## src/rtl/rv_core_pkg.sv

```systemverilog
/* rv_core shared types
   opcodes, instruction views, stage records and ALU ops */
package rv_core_pkg;

    typedef logic [31:0] xlen_t;
    typedef logic [4:0]  reg_idx_t;

    // major opcodes, inst[6:0]
    typedef enum logic [6:0] {
        OP     = 7'b0110011,
        OP_IMM = 7'b0010011,
        LOAD   = 7'b0000011,
        STORE  = 7'b0100011,
        BRANCH = 7'b1100011,
        LUI    = 7'b0110111,
        AUIPC  = 7'b0010111,
        JAL    = 7'b1101111,
        JALR   = 7'b1100111
    } opcode_e;

    typedef enum logic [2:0] {
        R,
        I,
        S,
        B,
        U,
        J,
        NONE  // unknown opcode, retires as a no-op
    } inst_kind_e;

    typedef enum logic [3:0] {
        ADD,
        SUB,
        SLL,
        SLT,
        SLTU,
        XOR,
        SRL,
        SRA,
        OR,
        AND
    } alu_op_e;

    typedef struct packed {
        logic [6:0]  funct7;
        reg_idx_t    rs2;
        reg_idx_t    rs1;
        logic [2:0]  funct3;
        reg_idx_t    rd;
        logic [6:0]  opcode;
    } rtype_view_t;

    typedef struct packed {
        logic [11:0] imm12;
        reg_idx_t    rs1;
        logic [2:0]  funct3;
        reg_idx_t    rd;
        logic [6:0]  opcode;
    } itype_view_t;

    // same word, two field layouts
    typedef union packed {
        rtype_view_t rtype;
        itype_view_t itype;
    } inst_u;

    typedef struct packed {
        xlen_t      pc;
        inst_kind_e kind;
        opcode_e    opcode;
        logic [2:0] funct3;
        alu_op_e    alu_op;
        reg_idx_t   rd;
        xlen_t      imm;
        xlen_t      rs1_val;
        xlen_t      rs2_val;
    } decode_t;

    typedef struct packed {
        xlen_t      pc;
        opcode_e    opcode;
        logic [2:0] funct3;
        reg_idx_t   rd;
        xlen_t      result;      // ALU value, address, or load data after memory
        xlen_t      store_data;
        xlen_t      next_pc;
    } exec_t;

    typedef struct packed {
        xlen_t    pc;
        reg_idx_t rd;
        logic     we;
        xlen_t    wdata;
    } retire_t;

endpackage
```

## src/rtl/reg_file.sv

```systemverilog
/* integer register file, 32 x 32 bits, x0 tied to zero */
`timescale 1ns/1ps
module reg_file import rv_core_pkg::*; (
    input  logic     clk,
    input  logic     reset,
    input  reg_idx_t rs1_addr,
    input  reg_idx_t rs2_addr,
    output xlen_t    rs1_data,
    output xlen_t    rs2_data,
    input  logic     wr_en,
    input  reg_idx_t wr_addr,
    input  xlen_t    wr_data
);
    xlen_t regs [32];

    always_ff @(posedge clk or posedge reset) begin
        if (reset) begin
            for (int k = 0; k < 32; k++) begin
                regs[k] <= '0;
            end
        end else if (wr_en && wr_addr != '0) begin  // x0 never written
            regs[wr_addr] <= wr_data;
        end
    end

    assign rs1_data = regs[rs1_addr];
    assign rs2_data = regs[rs2_addr];

endmodule

```

## config.mk

```make
export PLATFORM = sky130hd
export DESIGN_NAME = reg_file
export DESIGN_NICKNAME = d
export VERILOG_FILES = /design/src/rtl/rv_core_pkg.sv /design/src/rtl/reg_file.sv
export SDC_FILE = /design/constraint.sdc
export NUM_CORES = 2
export LEC_CHECK = 0
export BUFFER_PORTS_ARGS = -buffer_cell sky130_fd_sc_hd__buf_2
export CAP_MARGIN = 20
export CORE_MARGIN = 4
export CORE_UTILIZATION = 25
export CTS_BUF_LIST = sky130_fd_sc_hd__clkbuf_4
export DETAILED_ROUTE_END_ITERATION = 16
export PLACE_DENSITY = 0.49
export SYNTH_ARGS = -nofsm -noshare
export SYNTH_HDL_FRONTEND = slang
export SYNTH_SLANG_ARGS = --single-unit
```

## constraint.sdc

```tcl
create_clock -name clk -period 29.6 [get_ports clk]
set_input_delay 2.96 -clock clk [delete_from_list [all_inputs] [get_ports clk]]
set_output_delay 2.96 -clock clk [all_outputs]
set_load 0.05 [all_outputs]
```

; ---- After elaboration in Yosys (flattened, before gate mapping)
; Index checks and enable logic that the tools add are counted.
[totals]
register_bits = 1024
in_bits = 50
[op_classes]
n_mux = 9
n_bitwise = 3
n_reduce_logical = 3
order_cmp = 4
[op_table]
columns = op, n
row1 = $bwmux W1024, 1
row2 = $bmux W32 S5, 2
row3 = $demux W32 S5, 1
row4 = $mux W32, 5
row5 = $ge A6 B6 Y1 const B, 3
row6 = $not A5 Y6, 3
row7 = $lt A6 B1 Y1 const B, 1
row8 = $reduce_bool A5 Y1, 1
row9 = $logic_and A1 B1 Y1, 2

; ---- Longest topological paths before layout
[depth]
depth_word = 6
depth_mapped = 8
mapped_depth_nobuf = 5

; ---- Worst setup path before layout
; OpenSTA, ideal clock, no wires.
[synth_timing]
path_kind = input -> output
from = input port rs1_addr[1]
to = output port rs1_data[10]
path_stages = 8
n_path_buf = 4
t_arrival_ns = 4.478
t_required_ns = 26.640
path_slack_ns = 22.162
path_cell_list = buf_2 > buf_4 > buf_2 > buf_2 > mux2i_1 > nand2_1 > a31oi_1 > nand3_1
[synth_via]
elab_chain_cells = 4
[synth_lines]
columns = item, line_no
row1 = start: declaration, reg_file.sv:6  ; input reg_idx_t rs1_addr,
row2 = $not A5 Y6 (not written as such), reg_file.sv:26  ; assign rs1_data = regs[rs1_addr];
row3 = $bmux W32 S5, reg_file.sv:26
row4 = $mux W32 (not written as such) (2 in a row), reg_file.sv:26
row5 = end: declaration, reg_file.sv:8  ; output xlen_t rs1_data,
; No other way between the ends. The select of a mux whose other input is x is not followed.

; ---- Worst setup path in the final report
[layout_timing]
from = input port rs1_addr[0]
to = output port rs1_data[21]
; Same word-level chain as after synthesis.

==> metrics.txt <==
run status complete, no violations; CTS H-tree lvls 5; Synth top cells by count dfrtp_1, mux2i_1, mux2_2; cell count after synthesis 4602; final hold vios 0; DRT Pass-1 Iters 5; number of enable flip-flop cells after synthesis 0; # IOs between 100 and 150; fin crit period 10160 ps; sequential area share after synthesis 45.8%; CTS buffer count 290; full die area 231000 um^2; Logic pwr share 21.2%; Switching Fraction 31.5%; final cycle utilization of the critical path between 30% and 40%; post-route ant nets 0; post-synth cell types 29; vias in the first global route 41100; Worst Hold Class reg2reg; Setup CP Type in2out; global-route wire length before repair just under 300000 um; biggest regs regs (1024); WP data required 26640 ps; largest net degree at the start of global routing 164; Die Width 481 um; Synth-to-Final Area Change 10.8%; Root Driver clkbuf_4; flop2flop setup slack 28800 ps; RSZ-0062 raised after global routing false; clk_lat worst skew 1250 ps; Post-Route WL 204000 um; iteration-0 DRC count of the detailed router 2597; Max FO, Critical Path 49; CP Buf/Inv Count 5; CP Capture Type primary output; cts repair resizes 0; initial core utilization 25.1%; crit start category input pin; dpl cells between 7000 and 8000; Lkg Pwr 28.8 nW; Slew @ Worst Pin 1120 ps; Post-CTS Setup Bufs 0; hold buffers post-CTS 0; Fillers 23200; max-slew violations 0; post-synth net total 4652; Arr. time, crit path 7200 ps; via/cell ratio slightly above 5; Synth Flop Type dfrtp_1; most used cell, CP buf_4; f_max 0.0985 GHz; CP cell instances buf_2 > and2_4 > buf_4 > buf_4 > buf_4 > a22o_1 > nor3_1 > a31oi_1 > nand3_1 > buf_2; Clock Pin Slew Worst Setup and Hold Paths roughly 60 ps; DR vias 39700; DRC 0; CTS Sinks 1024; CTS Buffer Depth 4; grt ovf 0; nets@finish 4679; switching pwr 1.24 mW; PwrDens 63.6 nW/um^2; non-filler instance count after layout 7781; CORE AREA 223000 um^2; register area 25600 um^2; Syn Area/Cell between 10 and 15 um^2; Largest register FFs 1024; Post-synth ARST share 100%; Synth top area share between 40% and 50%; clock share of power between 30% and 40%; clock skew 0 ps; dominant cell type by area after synthesis dfrtp_1; WL/cell 26.2 um; delay-heaviest family, CP buffers and inverters; Rows 173; initial antenna violation count 17; GRT Total Usage 17.2%; maximum vdd drop 0.0335 mV; share of layout cells above drive strength 1 about a third; Most flops, register regs; top cells by area, synth dfrtp_1, mux2_2, mux2i_1, a22oi_1, a22o_1; CP max stage delay 940 ps; CTS tree done; CP max stage cell buf_4; synthesized area 55900 um^2; MaxCap Viol Count 0; multi-input logic area 27900 um^2; port bufs 113; Finish-stage setup viols 0; die height 481 um; Internal Dissipation between 2 and 3 mW; setup TNS 0 ps; Yosys Warn Count 0; FF+latch count, synth 1024; sequential power share 47.3%; Relative slew margins between 20% and 30%; RePlAce Congestion 0.753; Detailed Place HPWL 107000 um
-- metrics by stage --
| step | instance area (um^2) | hold WS, ps | setup WS (ps) | total power [mW] | util, % |
|---|---|---|---|---|---|
| 4_1_cts | 61800 | 403 | 19460 | 3.99 | 27.8 |
| 2_1_floorplan | 55900 | 449 | 12530 | 2.49 | - |
| 3_5_place_dp | 58600 | 388 | 19490 | 2.72 | 26.3 |
| 3_3_place_gp | 58600 | 385 | 19510 | 2.69 | 26.3 |
| 6_report | 62000 | 398 | 19440 | 3.94 | 27.9 |
| 5_1_grt | 62000 | 415 | 19440 | 4.17 | 27.8 |
-- layout by cell type (no fill, tap or decap), drive strengths merged --
| cell | count |
|---|---|
| and2 | 2 |
| nand3b | 4 |
| nor3b | 4 |
| or3b | 1 |
| diode | 13 |
| nand3 | 194 |
| nor2 | 19 |
| a22o | 128 |
| clkbuf | 414 |
| buf | 208 |
| or2 | 3 |
| nor3 | 65 |
| inv | 7 |
| a21oi | 192 |
| clkinvlp | 1 |
| and3b | 1 |
| and3 | 1 |
| nand2b | 4 |
| nor2b | 4 |
| a22oi | 192 |
| mux2i | 1024 |
| mux2 | 992 |
| nand2 | 210 |
| a31oi | 64 |
| clkinv | 35 |
| dfrtp | 1024 |
-- cell type report --
cell class / instances / share of cell area, %
Multi-Input combinational cell: 3104 / 45.0
Timing Repair Buffer: 208 / 2.29
Antenna cell: 13 / 0.0525
Clock buffer: 414 / 5.01
Sequential cell: 1024 / 41.3
Inverter: 1 / 0.0121
Clock inverter: 42 / 0.256
Tap cell: 2975 / 6.01
-- power groups by stage --
stage,Clock (mW),Combinational (mW),Sequential [mW]
floorplan,0,0.651,1.84
global placement,0,0.822,1.87
detailed placement,0,0.835,1.88
CTS,1.29,0.837,1.86
global route,1.36,0.907,1.90
finish,1.24,0.834,1.86
-- cell families (layout without fill, tap and decap cells) --
family                 after synthesis  after routing  synth area share [%]
flip-flops                        1024           1024                  45.8
other                                0             13                     0
multiplexers                      2016           2016                  38.3
AND/OR/NAND/NOR                    512            512                  4.40
buffers and inverters              474            665                  4.49
AO/OA/AOI/OAI                      576            576                  7.01
-- routing by layer --
metal,track usage [%],wire [um],share of wire (%),vias to the layer above
met5,0,0,0,-
met4,7.19,8740,4.3,0
met3,2.62,8840,4.3,433
met2,28.9,98200,48,1152
met1,22.0,88200,43,20900
li1,-,-,-,17200
-- path summary, 6_finish.rpt --
| check | startpoint | end | depth (start not counted) |
|---|---|---|---|
| max | rs1_addr[0] | rs1_data[21] | 10 |
| min | regs[1022] | regs[1022] | 0 |
| max reg2reg | regs[22] | regs[22] | 1 |
| min reg2reg | regs[1022] | regs[1022] | 0 |
| max in group asynchronous | reset | regs[774] | 8 |
| min in group asynchronous | reset | regs[992] | 2 |
(Power assumes the default switching activity.)
