===== src/rtl/rv_core_pkg.sv =====
/* rv_core shared types
   opcodes, instruction views, stage records and ALU ops */
package rv_core_pkg;

    typedef logic [31:0] xlen_t;
    typedef logic [4:0]  reg_idx_t;

    // major opcodes, inst[6:0]
    typedef enum logic [6:0] {
        OP     = 7'b0110011,
        OP_IMM = 7'b0010011,
        LOAD   = 7'b0000011,
        STORE  = 7'b0100011,
        BRANCH = 7'b1100011,
        LUI    = 7'b0110111,
        AUIPC  = 7'b0010111,
        JAL    = 7'b1101111,
        JALR   = 7'b1100111
    } opcode_e;

    typedef enum logic [2:0] {
        R,
        I,
        S,
        B,
        U,
        J,
        NONE  // unknown opcode, retires as a no-op
    } inst_kind_e;

    typedef enum logic [3:0] {
        ADD,
        SUB,
        SLL,
        SLT,
        SLTU,
        XOR,
        SRL,
        SRA,
        OR,
        AND
    } alu_op_e;

    typedef struct packed {
        logic [6:0]  funct7;
        reg_idx_t    rs2;
        reg_idx_t    rs1;
        logic [2:0]  funct3;
        reg_idx_t    rd;
        logic [6:0]  opcode;
    } rtype_view_t;

    typedef struct packed {
        logic [11:0] imm12;
        reg_idx_t    rs1;
        logic [2:0]  funct3;
        reg_idx_t    rd;
        logic [6:0]  opcode;
    } itype_view_t;

    // same word, two field layouts
    typedef union packed {
        rtype_view_t rtype;
        itype_view_t itype;
    } inst_u;

    typedef struct packed {
        xlen_t      pc;
        inst_kind_e kind;
        opcode_e    opcode;
        logic [2:0] funct3;
        alu_op_e    alu_op;
        reg_idx_t   rd;
        xlen_t      imm;
        xlen_t      rs1_val;
        xlen_t      rs2_val;
    } decode_t;

    typedef struct packed {
        xlen_t      pc;
        opcode_e    opcode;
        logic [2:0] funct3;
        reg_idx_t   rd;
        xlen_t      result;      // ALU value, address, or load data after memory
        xlen_t      store_data;
        xlen_t      next_pc;
    } exec_t;

    typedef struct packed {
        xlen_t    pc;
        reg_idx_t rd;
        logic     we;
        xlen_t    wdata;
    } retire_t;

endpackage

===== src/rtl/writeback_stage.sv =====
/* writeback stage
   register write, retire record and the redirect back to fetch */
`timescale 1ns/1ps
module writeback_stage import rv_core_pkg::*; (
    input  logic     clk,
    input  logic     reset,
    input  logic     mem_valid,
    input  exec_t    mem_out,
    output logic     wr_en,
    output reg_idx_t wr_addr,
    output xlen_t    wr_data,
    output logic     redirect_valid,
    output xlen_t    next_pc,
    output logic     retire_valid,
    output retire_t  retire
);
    logic we;

    always_comb begin
        case (mem_out.opcode)
            OP, OP_IMM, LOAD, LUI, AUIPC, JAL, JALR: we = 1'b1;
            default: we = 1'b0;  // stores, branches, unknown
        endcase
    end

    assign wr_en   = mem_valid && we;
    assign wr_addr = mem_out.rd;
    assign wr_data = mem_out.result;

    always_ff @(posedge clk or posedge reset) begin
        if (reset) retire_valid <= 1'b0;
        else retire_valid <= mem_valid;
    end

    always_ff @(posedge clk) begin
        if (mem_valid) begin
            retire  <= '{pc: mem_out.pc, rd: mem_out.rd, we: we, wdata: mem_out.result};
            next_pc <= mem_out.next_pc;
        end
    end

    assign redirect_valid = retire_valid;  // fetch restarts as the instruction retires

endmodule


===== config.mk =====
export PLATFORM = sky130hd
export DESIGN_NAME = writeback_stage
export DESIGN_NICKNAME = d
export VERILOG_FILES = /design/src/rtl/rv_core_pkg.sv /design/src/rtl/writeback_stage.sv
export SDC_FILE = /design/constraint.sdc
export NUM_CORES = 1
export LEC_CHECK = 0
export ABC_AREA = 1
export BUFFER_PORTS_ARGS = -buffer_cell sky130_fd_sc_hd__buf_2
export CAP_MARGIN = 20
export CORE_AREA = 2 2 110 112
export CTS_CLUSTER_SIZE = 40
export DETAILED_ROUTE_END_ITERATION = 16
export DIE_AREA = 0 0 112 114
export GPL_ROUTABILITY_DRIVEN = 0
export MAX_ROUTING_LAYER = met4
export PLACE_DENSITY_LB_ADDON = 0.3
export SYNTH_ARGS = -nofsm -noshare
export SYNTH_HDL_FRONTEND = slang
export SYNTH_SLANG_ARGS = --single-unit

===== constraint.sdc =====
create_clock -name clk -period 0.8 [get_ports clk]
set_clock_uncertainty 0.2 [all_clocks]
set_input_delay 0.12 -clock clk [delete_from_list [all_inputs] [get_ports clk]]
set_output_delay 0.12 -clock clk [all_outputs]
set_load 0.02 [all_outputs]

# Word-level counts from Yosys, hierarchy flattened
# Cells that the tools add are included.
[totals]
ramBits = 0
rom_bits = 0
input_bits = 146
latchBits = 0
reg_bits = 103
mem_count = 0
[op_classes]
n_div = 0
shift = 0
mux = 1
addsub = 0
reduce_logical = 2
eq_ne = 7
magnitude_cmp = 0
mul = 0
n_bitwise = 0
[ops]
columns = ["cell", "count"]
rows = [
  ["7-bit by 5-bit equality test with 1-bit output, second input constant", 2],
  ["7-bit by 6-bit equality test with 1-bit output, second input constant", 2],
  ["7-bit equality test, second input constant", 2],
  ["7-bit by 2-bit equality test with 1-bit output, second input constant", 1],
  ["7-bit OR reduction", 1],
  ["1-bit logical AND", 1],
  ["1-bit two-way mux", 1],
]

# Logic depth before layout (Yosys ltp)
[logic_depth]
word_depth = 4
depth_mapped = 6
ltp_nobuf = 6

# Least setup slack after synthesis
# Ideal clock, no wire load.
[synth_timing]
kind = "reg-to-output"
startpoint = "reg retire_valid (netlist: redirect_valid)"
endpoint = "out retire_valid"
required_time_ns = 0.480
arrival_ns = 0.613
path_slack_ns = -0.133
stages_incl_launch_ff = 2
path_cell_list = "dfrtp_1 > buf_4"
[synth_rtl]
columns = ["element", "line_no", "rtl"]
rows = [
  ["from (decl)", "writeback_stage.sv:14", "output logic retire_valid,"],
  ["from (signal assigned)", "writeback_stage.sv:32", "else retire_valid <= mem_valid;"],
]
# No word-level cell between the ends.

# Worst setup path in the final report
[layout_timing]
startpoint = "reg next_pc[2]"
endpoint = "out next_pc[2]"
[layout_rtl]
columns = ["element", "line_no", "rtl"]
rows = [
  ["from (decl)", "writeback_stage.sv:13", "output xlen_t next_pc,"],
  ["from (signal assigned)", "writeback_stage.sv:38", "next_pc <= mem_out.next_pc;"],
]
# No word-level cell between the ends.

==> flow_summary.yaml <==
run_status:
  status: "complete, but fails checks"
  violations: "hold timing, setup timing"
cells_and_area:
  final_cell_count_no_fill: 542
  syn2layout_area_growth_pct: 61.1
  utilization: 0.474
  drive_above_1_share: 0.716
  nets: 536
  diodes: 0
  multiInputGateArea_um2: 86.3
  regArea_mm2: 0.00309
  fillers: 1022
sta:
  finalHoldViolations: 102
  finalMaxSlewViolations: 0
  worst_slack_ns: -0.412
  whs_ns: -0.242
  period_share: 1.52
  final.min_clock_period_ns: 1.21
  worst_pin_slew_ns: 0.177
  setup_violations: 105
  rsz0062_at_grt: "yes"
  fmax_mhz: 825
  max-slew-margin-rel: 0.882
  final.setup.tns_ns: -39.61
global_route:
  grtUsageMet3: 0.0393
  grt-ovfl-total: 0
  top_usage_layer: "met2"
  grt_use_total: 0.119
  gr-usage-met1: 0.134
  grt_pass1_vias: 2164
  grt_max_degree: 34
  antenna_found_initial: 0
  grt_first_pass_wirelength_mm: 11.0
  grt_use_met2: 0.192
clock_tree:
  htree_num_levels: 3
  clock_sinks: 103
  clk_root_buffer_cell: "clkbuf_16"
  cts_tree: "yes"
  numCtsBuffers: 9
  path_clk_slew_ns: 0.07
  cts_hold_buf: 1
  clockBufferDepth: 2
power_and_ir_drop:
  p_leak_nw: 2.42
  vdd_ir_drop_max_mv: 0.973
  power_density_mw_per_mm2: 2250
setup_path:
  cp_slowest_stage_delay_ns: 0.41
  crit_path_cell_trace: "buf_6"
  crit_type: "flip-flop to output port"
  path_buf_inv: 1
  crit_arrival_ns: 0.89
  path_max_fanout: 1
  cp_top_family: "flip-flops"
  required_ns: 0.48
  crit_path_end_kind: "output port"
  cpMaxStageDelayCell: "edfxtp_1"
  start_kind: "flip-flop"
placement:
  hpwl_mm: 5.93
  placedCellCount: 525
  port_buffers: 252
worst_hold_path:
  holdPathEnd: "next_pc[3]$_DFFE_PP_"
  hold_depth: 1
  min-delay-start: "mem_out[3]"
  min_path_type: "primary input to flip-flop"
yosys:
  syn_nets: 302
  netlist_area_mm2: 0.00344
  syn-instance-count: 156
  yosysSeqAreaShare: 0.896
  synth_warnings: 0
  avgSynthCellArea_um2: 22.1
  synth_cell_types: 10
  ys_seq_elements: 103
route:
  drt_first_pass_iters: 4
  via_count: 2170
  drt-wirelength-per-cell_um: 14.5
  wl_mm: 7.88
  detail-route-antenna-nets: 0
  drt_iter0_drc: 78
  drc: 0
  vias_per_cell: 4.00
floorplanning:
  die-area_mm2: 0.0128
  rows: 40
  ios: 288
  core_area_mm2: 0.0117
  initial_core_util: 0.294
  die_y_um: 114
  dieWidth_um: 112
job:
  maxCapViolCount: 0
[per-layer routing]
| layer | vias to the layer above | part of all wire |
|---|---|---|
| met5 | - | 0 |
| met4 | 0 | 0.020 |
| met3 | 13 | 0.099 |
| met2 | 149 | 0.52 |
| met1 | 1005 | 0.36 |
| li1 | 1003 | - |
[stage by stage]
| step | setup slack [ns] | power, mW | cell area [um2] |
|---|---|---|---|
| after global placement | -0.356 | 8.29 | 4730 |
| after floorplan | -0.0967 | 7.51 | 3490 |
| after global routing | -0.446 | 13.0 | 5550 |
| after CTS | -0.449 | 12.5 | 5270 |
| after detailed placement | -0.399 | 8.31 | 4730 |
| final | -0.412 | 12.5 | 5550 |
[power by group]
group,internal [mW],switching [mW],total (mW)
combinational,0.954,1.10,2.06
clock,2.09,1.78,3.87
sequential,6.41,0.171,6.58
[area by class of cell]
type | count | share of cell area
clock inverters | 6 | 0.00677
inverters | 6 | 0.00699
multi-input cells | 9 | 0.0156
flip-flops and latches | 103 | 0.557
repair buffers | 261 | 0.339
well taps | 147 | 0.0332
clock buffers | 10 | 0.0413
[repair_timing]
| item | in CTS | in global routing |
|---|---|---|
| gates resized for setup | 82 | 87 |
| pin swaps | 2 | 2 |
| hold endpoints to repair | 102 | 102 |
| setup endpoints to repair | 105 | 105 |
| buffers inserted | 0 | 0 |
[state kept, by name, indices dropped and copies added, names as in the netlist]
signal	count
next_pc	32
redirect_valid	1
retire	70
[placed cells by master (no fill, tap or decap)]
master         synthesis  layout
a21oi_4                0       1
buf_12                 0       3
buf_2                  0     168
buf_4                 38       8
buf_6                  0      81
clkbuf_1               0       1
clkbuf_16              0       9
clkinv_1               0       1
clkinv_2               0       2
clkinv_4               0       1
clkinvlp_4             0       2
dfrtp_2                0       1
dlygate4sd3_1          0       1
edfxtp_1             102     102
inv_1                  5       5
inv_16                 0       1
nand2_1                5       2
nand2_2                0       2
nand2_4                0       1
nand3_2                1       1
nand3_4                0       1
nor2_4                 0       1
[synthesized netlist by cell type]
master    number  area share
inv_1          5      0.0054
nand3_2        1      0.0029
nor2_2         1      0.0018
nand3_1        1      0.0015
a21oi_2        1      0.0025
edfxtp_1     102        0.89
buf_4         38       0.083
nand2_1        5      0.0054
dfrtp_1        1      0.0073
inv_2          1      0.0011
[how the worst max path moves through the flow]
stage	from	to	slack, ns	cells past startpoint
after floorplan	redirect_valid$_DFF_PP0_	retire_valid	-0.1	1
after global placement	mem_out[108]	wr_en	-0.36	7
after detailed placement	mem_out[108]	wr_en	-0.40	7
after CTS	next_pc[2]$_DFFE_PP_	next_pc[2]	-0.45	1
after global routing	next_pc[31]$_DFFE_PP_	next_pc[31]	-0.45	1
final	next_pc[2]$_DFFE_PP_	next_pc[2]	-0.41	1
[cells by family after synthesis]
family / share of synthesized area
simple gates: 0.0116
flops: 0.896
buf+inv: 0.0894
compound gates: 0.00254
No activity file was read; power rests on OpenSTA's default activity.
