**src/rtl/rv_core_pkg.sv**
```systemverilog
/* rv_core shared types
   opcodes, instruction views, stage records and ALU ops */
package rv_core_pkg;

    typedef logic [31:0] xlen_t;
    typedef logic [4:0]  reg_idx_t;

    // major opcodes, inst[6:0]
    typedef enum logic [6:0] {
        OP     = 7'b0110011,
        OP_IMM = 7'b0010011,
        LOAD   = 7'b0000011,
        STORE  = 7'b0100011,
        BRANCH = 7'b1100011,
        LUI    = 7'b0110111,
        AUIPC  = 7'b0010111,
        JAL    = 7'b1101111,
        JALR   = 7'b1100111
    } opcode_e;

    typedef enum logic [2:0] {
        R,
        I,
        S,
        B,
        U,
        J,
        NONE  // unknown opcode, retires as a no-op
    } inst_kind_e;

    typedef enum logic [3:0] {
        ADD,
        SUB,
        SLL,
        SLT,
        SLTU,
        XOR,
        SRL,
        SRA,
        OR,
        AND
    } alu_op_e;

    typedef struct packed {
        logic [6:0]  funct7;
        reg_idx_t    rs2;
        reg_idx_t    rs1;
        logic [2:0]  funct3;
        reg_idx_t    rd;
        logic [6:0]  opcode;
    } rtype_view_t;

    typedef struct packed {
        logic [11:0] imm12;
        reg_idx_t    rs1;
        logic [2:0]  funct3;
        reg_idx_t    rd;
        logic [6:0]  opcode;
    } itype_view_t;

    // same word, two field layouts
    typedef union packed {
        rtype_view_t rtype;
        itype_view_t itype;
    } inst_u;

    typedef struct packed {
        xlen_t      pc;
        inst_kind_e kind;
        opcode_e    opcode;
        logic [2:0] funct3;
        alu_op_e    alu_op;
        reg_idx_t   rd;
        xlen_t      imm;
        xlen_t      rs1_val;
        xlen_t      rs2_val;
    } decode_t;

    typedef struct packed {
        xlen_t      pc;
        opcode_e    opcode;
        logic [2:0] funct3;
        reg_idx_t   rd;
        xlen_t      result;      // ALU value, address, or load data after memory
        xlen_t      store_data;
        xlen_t      next_pc;
    } exec_t;

    typedef struct packed {
        xlen_t    pc;
        reg_idx_t rd;
        logic     we;
        xlen_t    wdata;
    } retire_t;

endpackage
```
**src/rtl/decode_stage.sv**
```systemverilog
/* instruction decode
   builds kind, immediate and ALU op, and latches the operand values */
`timescale 1ns/1ps
module decode_stage import rv_core_pkg::*; (
    input  logic     clk,
    input  logic     reset,
    input  logic     fetch_valid,
    input  inst_u    fetch_inst,
    input  xlen_t    fetch_pc,
    output reg_idx_t rs1_addr,
    output reg_idx_t rs2_addr,
    input  xlen_t    rs1_data,
    input  xlen_t    rs2_data,
    output logic     dec_valid,
    output decode_t  dec
);
    logic [31:0] w;  // raw word for the scattered B and J bits
    inst_kind_e  kind;
    xlen_t       imm;
    alu_op_e     alu_op;
    logic [6:0]  opc;

    assign w        = fetch_inst;
    assign opc      = fetch_inst.rtype.opcode;
    assign rs1_addr = fetch_inst.rtype.rs1;
    assign rs2_addr = fetch_inst.rtype.rs2;

    always_comb begin
        case (opc)
            OP:                 kind = R;
            OP_IMM, LOAD, JALR: kind = I;
            STORE:              kind = S;
            BRANCH:             kind = B;
            LUI, AUIPC:         kind = U;
            JAL:                kind = J;
            default:            kind = NONE;
        endcase
    end

    always_comb begin
        case (kind)
            I: imm = {{20{fetch_inst.itype.imm12[11]}}, fetch_inst.itype.imm12};
            S: imm = {{20{w[31]}}, fetch_inst.rtype.funct7, fetch_inst.rtype.rd};
            B: imm = {{19{w[31]}}, w[31], w[7], w[30:25], w[11:8], 1'b0};
            U: imm = {w[31:12], 12'b0};
            J: imm = {{11{w[31]}}, w[31], w[19:12], w[20], w[30:21], 1'b0};
            default: imm = '0;
        endcase
    end

    // non-ALU opcodes use ADD for address and target sums
    always_comb begin
        alu_op = ADD;
        if (opc == OP || opc == OP_IMM) begin
            case (fetch_inst.rtype.funct3)
                3'b000: alu_op = (kind == R && fetch_inst.rtype.funct7[5]) ? SUB : ADD;
                3'b001: alu_op = SLL;
                3'b010: alu_op = SLT;
                3'b011: alu_op = SLTU;
                3'b100: alu_op = XOR;
                3'b101: alu_op = fetch_inst.rtype.funct7[5] ? SRA : SRL;  // srai keeps bit 30 too
                3'b110: alu_op = OR;
                default: alu_op = AND;
            endcase
        end
    end

    always_ff @(posedge clk or posedge reset) begin
        if (reset) dec_valid <= 1'b0;
        else dec_valid <= fetch_valid;
    end

    always_ff @(posedge clk) begin
        if (fetch_valid) begin
            dec <= '{
                pc:      fetch_pc,
                kind:    kind,
                opcode:  opcode_e'(opc),
                funct3:  fetch_inst.rtype.funct3,
                alu_op:  alu_op,
                rd:      fetch_inst.rtype.rd,
                imm:     imm,
                rs1_val: rs1_data,
                rs2_val: rs2_data
            };
        end
    end

endmodule

```
**config.mk**
```make
export PLATFORM = sky130hd
export DESIGN_NAME = decode_stage
export DESIGN_NICKNAME = d
export VERILOG_FILES = /design/src/rtl/rv_core_pkg.sv /design/src/rtl/decode_stage.sv
export SDC_FILE = /design/constraint.sdc
export NUM_CORES = 1
export LEC_CHECK = 0
export BUFFER_PORTS_ARGS = -buffer_cell sky130_fd_sc_hd__buf_2
export CORE_MARGIN = 10
export CORE_UTILIZATION = 48
export CTS_CLUSTER_DIAMETER = 50
export DETAILED_ROUTE_END_ITERATION = 12
export PLACE_DENSITY = 0.9
export SYNTH_ARGS = -nofsm -noshare
export SYNTH_HDL_FRONTEND = slang
export SYNTH_SLANG_ARGS = --single-unit
```
**constraint.sdc**
```tcl
create_clock -name clk -period 0.8 [get_ports clk]
set_input_delay 0.04 -clock clk [delete_from_list [all_inputs] [get_ports clk]]
set_output_delay 0.04 -clock clk [all_outputs]
set_load 0.01 [all_outputs]
```
### After elaboration in Yosys (flattened, before gate mapping)

Index checks and enable logic that the tools add are counted.

* bits in registers: 151
* input port bits: 131

* equality and inequality tests: 20
* muxes and demuxes: 5
* reductions and logical operators: 6

Operator list (count)
* $pmux W32 S5: 1
* $pmux W4 S7: 1
* $eq A7 B6 Y1 const B: 3
* $eq A7 B7 Y1 const B: 3
* $pmux W3 S6: 1
* $eq A3 B3 Y1 const B: 5
* $eq A7 B5 Y1 const B: 2
* $eq A3 B2 Y1 const B: 4
* $eq A7 B2 Y1 const B: 1
* $eq A3 B1 Y1 const B: 2
* $logic_not A3 Y1: 2
* $reduce_or A3 Y1: 1
* $mux W1: 2
* $reduce_or A2 Y1: 1
* $logic_and A1 B1 Y1: 1
* $logic_or A1 B1 Y1: 1

### Logic depth before layout (Yosys ltp)

Gate-level depths: netlist of run 1.

* word-level depth: 7
* depth in mapped cells: 10

### Least setup slack after synthesis of run 1

OpenSTA, ideal clock, no wires.

* kind: input port to flip-flop
* start point: input fetch_inst[3] in the netlist's numbering
* end point: register dec[75] in the netlist's numbering (data pin)
* library setup time: 256 ps
* arrival: 1901 ps
* required time: 544 ps
* slack: -1358 ps
* stages on the path: 9
* buffers on the path: 1
* path through: and4b_1 o211ai_2 ha_1 inv_1 a211oi_4 a2111oi_2 buf_2 a311o_1 a22o_1

* cells in the longest elaborated chain, start to end: 5

Ends and longest elaborated chain
* start, declared: RTL line decode_stage.sv:8 `input inst_u fetch_inst,`
* $eq A7 B5 Y1, or another cell as far along: RTL line decode_stage.sv:29 `case (opc)`
* $reduce_or A3 Y1 or $reduce_or A2 Y1 (tied branches): RTL line decode_stage.sv:29
* $pmux W3 S6 *: RTL line decode_stage.sv:29
* $eq A3 B3 Y1, or another cell as far along: RTL line decode_stage.sv:41 `case (kind)`
* $pmux W32 S5 *: RTL line decode_stage.sv:41
* named net imm[11]: RTL line decode_stage.sv:19 `xlen_t imm;`
* end signal, assigned: RTL line decode_stage.sv:75 `dec <= '{`
* end, declared: RTL line decode_stage.sv:15 `output decode_t dec`

Mark *: on every way through the listed nets, which the timed path passes. The rest lies on a longest branch.
A chain may end at the register's enable or synchronous reset.

### Final worst setup path of run 1

* start point: input fetch_inst[3] in the netlist's numbering
* end point: register dec[67] in the netlist's numbering (data pin)

Same word-level chain as after synthesis.

==> impl_metrics.csv, run 1 <==
group,metric,value,unit
logic_synthesis,yosysTopAreaCell,"edfxtp_1",
clock_tree,root_buffer,"clkbuf_8",
logic_synthesis,syn-cell-area,5380,um2
sta,fin_crit_sh,2.11,
placement,placedCellCount,735,
power,clkPwrFrac,0.401,
sta,drv_slew,0,
logic_synthesis,synth_top_area_frac,0.837,
power,cell_internal_pwr,15500,uW
worst_hold_path,whs_endpoint,"dec[103]",
clock_tree,clock_sinks,151,
power,p_comb_frac,0.137,
finish,fin_nets,893,
sta,finalHoldViolCount,0,
power,leakagePower,0.00424,uW
finish,final_cells,923,
grt,grt_pass1_vias,5266,
logic_synthesis,synth_common_cells,"edfxtp_1 (150), a21o_1 (13), nor2_1 (13)",
grt,grt_pass1_wl,33.5,mm
route,drcViolationCount,0,
floorplanning,dieArea,15800,um2
floorplanning,initial_utilization,0.494,
route,num_vias,5164,
worst_hold_path,hold_path.class,"in -> reg",
logic_synthesis,ys.flop_type,"edfxtp_1",
placement,finalWeightedCongestion,0.905,
worst_setup_path,cp_slowest_stage_delay,0.61,ns
logic_synthesis,ys_ff_latch,151,
finish,area_growth,82.4,%
sta,fmax,593,MHz
power,p_per_area,2110,nW/um2
power,seqPwrFrac,0.463,
logic_synthesis,synth_area_leaders,"edfxtp_1 (84%), a21o_1 (1.8%), buf_4 (1.4%), and2_1 (1.0%), a21oi_1 (0.93%)",
worst_setup_path,end_kind,"flop",
run,max_cap_viol_count,0,
sta,setup_viol,187,
placement,dp_hpwl,14.0,mm
route,wire_per_inst,28.6,um
worst_hold_path,hold_path_depth,4,
logic_synthesis,yosysMostFrequentCell,"edfxtp_1",
power,switching_share,0.249,
grt,track_usage,0.279,
logic_synthesis,synth_nets,406,
run_status,status,"complete, but fails checks",
worst_setup_path,slowest_stage,"a2111oi_4",
placement,placed_area,7320,um2
worst_hold_path,holdCritStartpoint,"fetch_inst[13]",
grt,grt_remaining_overflow,0,
logic_synthesis,seq_area_frac_synth,0.842,
clock_tree,cts_tree,"yes",
run_status,violations,"negative setup slack",
logic_synthesis,async_flop_share,0.00662,
power,ir_drop,1.94,mV
worst_setup_path,crit_fanout,4,
route,wl,26.4,mm
floorplanning,pin_count,292,
clock_tree,cts_buffers,17,
clock_tree,clk_pin_slew,0.06,ns
floorplanning,die_x,126,um
route,drt_iter0_drc,792,
clock_tree,htreeDepth,4,
sta,worst_pin_slew,0.622,ns
worst_setup_path,cp.arrival,2.06,ns
grt,antenna_found_initial,8,
worst_setup_path,critPathKind,"in -> reg",
sta,fin_crit,1.69,ns
sta,worst_slack,-0.885,ns
logic_synthesis,yosysWarnings,0,
clock_tree,clock_path_buffers,2,
finish,design_area,9810,um2
worst_setup_path,crit_chain,"buf_8 -> nand3b_4 -> nor3_4 -> inv_2 -> ha_4 -> inv_4 -> a211oi_4 -> buf_4 -> buf_6 -> a2111oi_4 -> a22oi_1 -> nor2_1",
logic_synthesis,synth_edf_count,150,
worst_setup_path,startpoint_type,"input port",
logic_synthesis,avgSynthCellArea,19.6,um2
route,drtPass1Iterations,5,
route,ant_nets,0,
floorplanning,rows,38,
finish,nFillCells,392,
power,power.total,20700,uW
floorplanning,coreArea,10900,um2
sta,rsz0062_at_grt,"yes",
sta,slew-limit-headroom,0.585,
placement,io_buffers,291,
route,via_per_inst,5.59,
power,switchingPower,5140,uW
worst_setup_path,critPathRequiredTime,1.17,ns
logic_synthesis,syn_inst,274,
grt,grt_start_max_net_pins,39,
floorplanning,fp.dieH,126,um
logic_synthesis,synth_cell_types,46,
finish,layout-drive-gt1-share,0.541,
how the worst max path moves through the flow:
stage                   from       to  slack, ns  cells past startpoint
2_1_floorplan  fetch_inst[5]  dec[75]      -1.11                      9
3_3_place_gp   fetch_inst[4]  dec[95]      -1.28                      9
3_5_place_dp   fetch_inst[4]  dec[75]      -1.31                     10
4_1_cts        fetch_inst[3]  dec[75]      -0.70                     10
5_1_grt        fetch_inst[3]  dec[65]      -0.97                     12
6_report       fetch_inst[3]  dec[67]      -0.89                     12
routing by layer:
| layer | routed length [um] | up-vias | track usage |
|---|---|---|---|
| met5 | 0 | - | 0 |
| met1 | 8280 | 2486 | 0.291 |
| met2 | 14000 | 511 | 0.518 |
| met4 | 1200 | 0 | 0.0998 |
| li1 | - | 2064 | - |
| met3 | 2890 | 103 | 0.0843 |
critical path: cells and delay by family:
kind,cells,cell delay (ns)
compound gates,3,0.80
simple gates,3,0.53
buf+inv,5,0.51
fa+ha+maj,1,0.18
final cells by class:
type | count | area, um2 | area share
Inverter | 6 | 25.0 | 0.00255
Antenna cell | 9 | 22.5 | 0.00230
Multi-Input combinational cell | 103 | 935 | 0.0952
Sequential cell | 151 | 4530 | 0.462
Tap cell | 140 | 175 | 0.0179
Clock inverter | 13 | 166 | 0.0170
Clock buffer | 19 | 422 | 0.0430
Timing Repair Buffer | 482 | 3540 | 0.361
repair_timing:
action / CTS / global route
endpoints found under the setup margin: 187 / 254
resized for setup: 47 / 58
endpoints found under the hold margin: 167 / 0
cloned: 0 / 2
setup buffers: 8 / 11
pin swaps: 8 / 14
hold buffers: 134 / 0
power by group through the flow:
stage               clock network, uW  logic (uW)  registers (uW)
floorplan                           0         197            9950
global placement                    0        1790            9600
detailed placement                  0        1850            9640
CTS                              8020        2500            9480
global route                     8620        2940            9600
finish                           8290        2830            9570
cell families after synthesis:
family	synth area share
flip-flops	0.842
AND/OR/NAND/NOR	0.0637
AO/OA/AOI/OAI	0.0644
buffers and inverters	0.0237
multiplexers	0.00395
adder cells (fa/ha/maj)	0.00233
sequential cells by signal (all words and copies together), names as in the netlist:
signal / count
dec: 150
dec_valid: 1
layout by cell type (no fill, tap or decap), types with 4 or more instances in the layout:
cell type / instances
nor2_1: 10
clkbuf_16: 17
a21oi_2: 8
edfxtp_1: 150
diode_2: 9
buf_12: 4
nand2_1: 10
inv_6: 6
dlygate4sd3_1: 131
buf_4: 43
a21o_1: 13
buf_6: 36
buf_2: 259
and2_1: 7
through the flow:
step | setup slack, ns | hold slack (ns) | TNS (ns) | util
2_1_floorplan | -1.11 | -0.231 | -29.10 | -
3_3_place_gp | -1.28 | -0.124 | -40.66 | 0.673
3_5_place_dp | -1.31 | -0.122 | -42.74 | 0.673
4_1_cts | -0.699 | -0.000752 | -66.50 | 0.873
5_1_grt | -0.970 | 0.0389 | -74.51 | 0.901
6_report | -0.885 | 0.0313 | -68.24 | 0.901
Power figures use the tool's default switching activity.
==> run 2: changes to the inputs <==
- GPL_ROUTABILITY_DRIVEN: unset -> 0
- TNS_END_PERCENT: unset -> 5
==> impl_metrics.csv, run 2 (same netlist as run 1, synthesis figures left out) <==
group,metric,value,unit
floorplanning,rows,38,
clock_tree,cts_tree,"yes",
grt,grt_remaining_overflow,0,
sta,drv_slew,0,
worst_setup_path,crit_fanout,7,
floorplanning,dieArea,15800,um2
grt,grt_pass1_vias,5221,
floorplanning,pin_count,292,
finish,final_cell_mix,"buf_2 (266), edfxtp_1 (150), dlygate4sd3_1 (130), buf_4 (36), buf_6 (28)",
worst_setup_path,cp_slowest_stage_delay,0.48,ns
clock_tree,clk_pin_slew,0.08,ns
sta,worst_pin_slew,0.529,ns
clock_tree,htreeDepth,4,
clock_tree,clock_path_buffers,2,
worst_setup_path,crit_chain,"buf_12 -> nand3b_4 -> nor3_4 -> inv_2 -> ha_4 -> inv_4 -> a211oi_4 -> buf_6 -> a211oi_4 -> a311oi_1 -> nor3_1",
grt,track_usage,0.307,
worst_setup_path,critPathKind,"in -> reg",
finish,design_area,9660,um2
sta,fin_crit,1.64,ns
sta,fin_crit_sh,2.04,
run_status,status,"complete, but fails checks",
worst_setup_path,startpoint_type,"input port",
run,max_cap_viol_count,0,
sta,slew-limit-headroom,0.645,
finish,largest_reg_flops,150,
finish,fin_nets,881,
route,num_vias,5312,
placement,dp_hpwl,14.6,mm
placement,io_buffers,291,
worst_hold_path,hold_path_depth,2,
route,wire_per_inst,31.8,um
clock_tree,clock_sinks,151,
clock_tree,root_buffer,"clkbuf_8",
route,via_per_inst,5.84,
worst_hold_path,holdCritStartpoint,"fetch_valid",
sta,setup_viol,189,
route,wl,29.0,mm
sta,finalSetupTns,-67.86,ns
worst_setup_path,critPathLaunch,"fetch_inst[3]",
worst_setup_path,slowest_stage,"nor3_1",
route,drt_iter0_drc,825,
finish,layout-drive-gt1-share,0.537,
grt,grt_start_max_net_pins,54,
sta,worst_slack,-0.835,ns
finish,regMostFlops,"dec",
power,leakagePower,0.00420,uW
route,drtPass1Iterations,6,
sta,rsz0062_at_grt,"yes",
finish,layout_commonest_cell,"buf_2",
worst_setup_path,cp.arrival,1.89,ns
placement,placed_area,7250,um2
sta,finalHoldViolCount,0,
grt,antenna_found_initial,8,
floorplanning,fp.dieH,126,um
power,power.total,21000,uW
worst_setup_path,critPathRequiredTime,1.05,ns
worst_setup_path,end_kind,"flop",
worst_setup_path,cpMostUsedCell,"a211oi_4",
run_status,violations,"negative setup slack",
worst_hold_path,whs_endpoint,"dec[38]",
sta,fmax,612,MHz
floorplanning,coreArea,10900,um2
floorplanning,initial_utilization,0.494,
finish,area_growth,79.5,%
grt,grt_pass1_wl,36.1,mm
power,p_per_area,2170,nW/um2
finish,top_regs,"dec x150, dec_valid x1",
clock_tree,cts_buffers,17,
route,ant_nets,0,
floorplanning,die_x,126,um
power,ir_drop,1.84,mV
route,drcViolationCount,0,
worst_hold_path,hold_path.class,"in -> reg",
[run 2: cell types whose count changed in the layout (fill, tap and decap cells not counted), sizes merged]
cell	before	now
clkbuf	22	19
dlymetal6s4s	3	6
dlygate4sd3	131	130
clkinvlp	1	3
inv	12	9
and2	10	9
buf	345	335
clkinv	3	4
diode	9	8
[run 2: routing by layer]
layer | track usage | vias up | wire length (um)
li1 | - | 2036 | -
met1 | 0.318 | 2545 | 8580
met2 | 0.548 | 572 | 15000
met3 | 0.0864 | 157 | 3370
met4 | 0.171 | 2 | 1990
met5 | 0 | - | 13
[run 2: timing repair]
item,in CTS,in global routing
buffers inserted,2,4
hold buffers,136,0
endpoints found under the hold margin,159,0
resized for setup,29,60
setup endpoints to repair,187,263
pin swaps,17,32
[run 2: stage by stage]
step           setup slack (ns)  hold slack (ns)  instances   util
2_1_floorplan             -1.11           -0.231        274      -
3_3_place_gp              -1.25           -0.125        730  0.666
3_5_place_dp              -1.41           -0.122        730  0.666
4_1_cts                  -0.611         0.000468        900  0.858
5_1_grt                  -0.877          0.00915        908  0.887
6_report                 -0.835           0.0299        910  0.887
[run 2: cell type report]
class                   instances  area, um2
fillers                       425       1230
diodes                          8       20.0
multi-input cells             102        911
inverters                       6       25.0
well taps                     140        175
clock inverters                13        170
clock buffers                  19        432
repair buffers                471       3400
flip-flops and latches        151       4530
[run 2: worst max-delay path by stage]
stage / to / slack [ns] / cells past startpoint
2_1_floorplan: dec[75] / -1.11 / 9
3_3_place_gp: dec[95] / -1.25 / 9
3_5_place_dp: dec[88] / -1.41 / 7
4_1_cts: dec[75] / -0.61 / 9
5_1_grt: dec[101] / -0.88 / 11
6_report: dec[101] / -0.84 / 11
[run 2: critical path, delay by kind of cell]
kind	cells	cell delay, ns
AO/OA/AOI/OAI	3	0.42
AND/OR/NAND/NOR	3	0.83
buffers and inverters	4	0.39
adder cells (fa/ha/maj)	1	0.19
[run 2: where the power goes]
| group | switching [uW] | internal, uW | total [uW] |
|---|---|---|---|
| Sequential | 309 | 9320 | 9630 |
| Combinational | 1450 | 1350 | 2800 |
| Clock | 3670 | 4890 | 8560 |
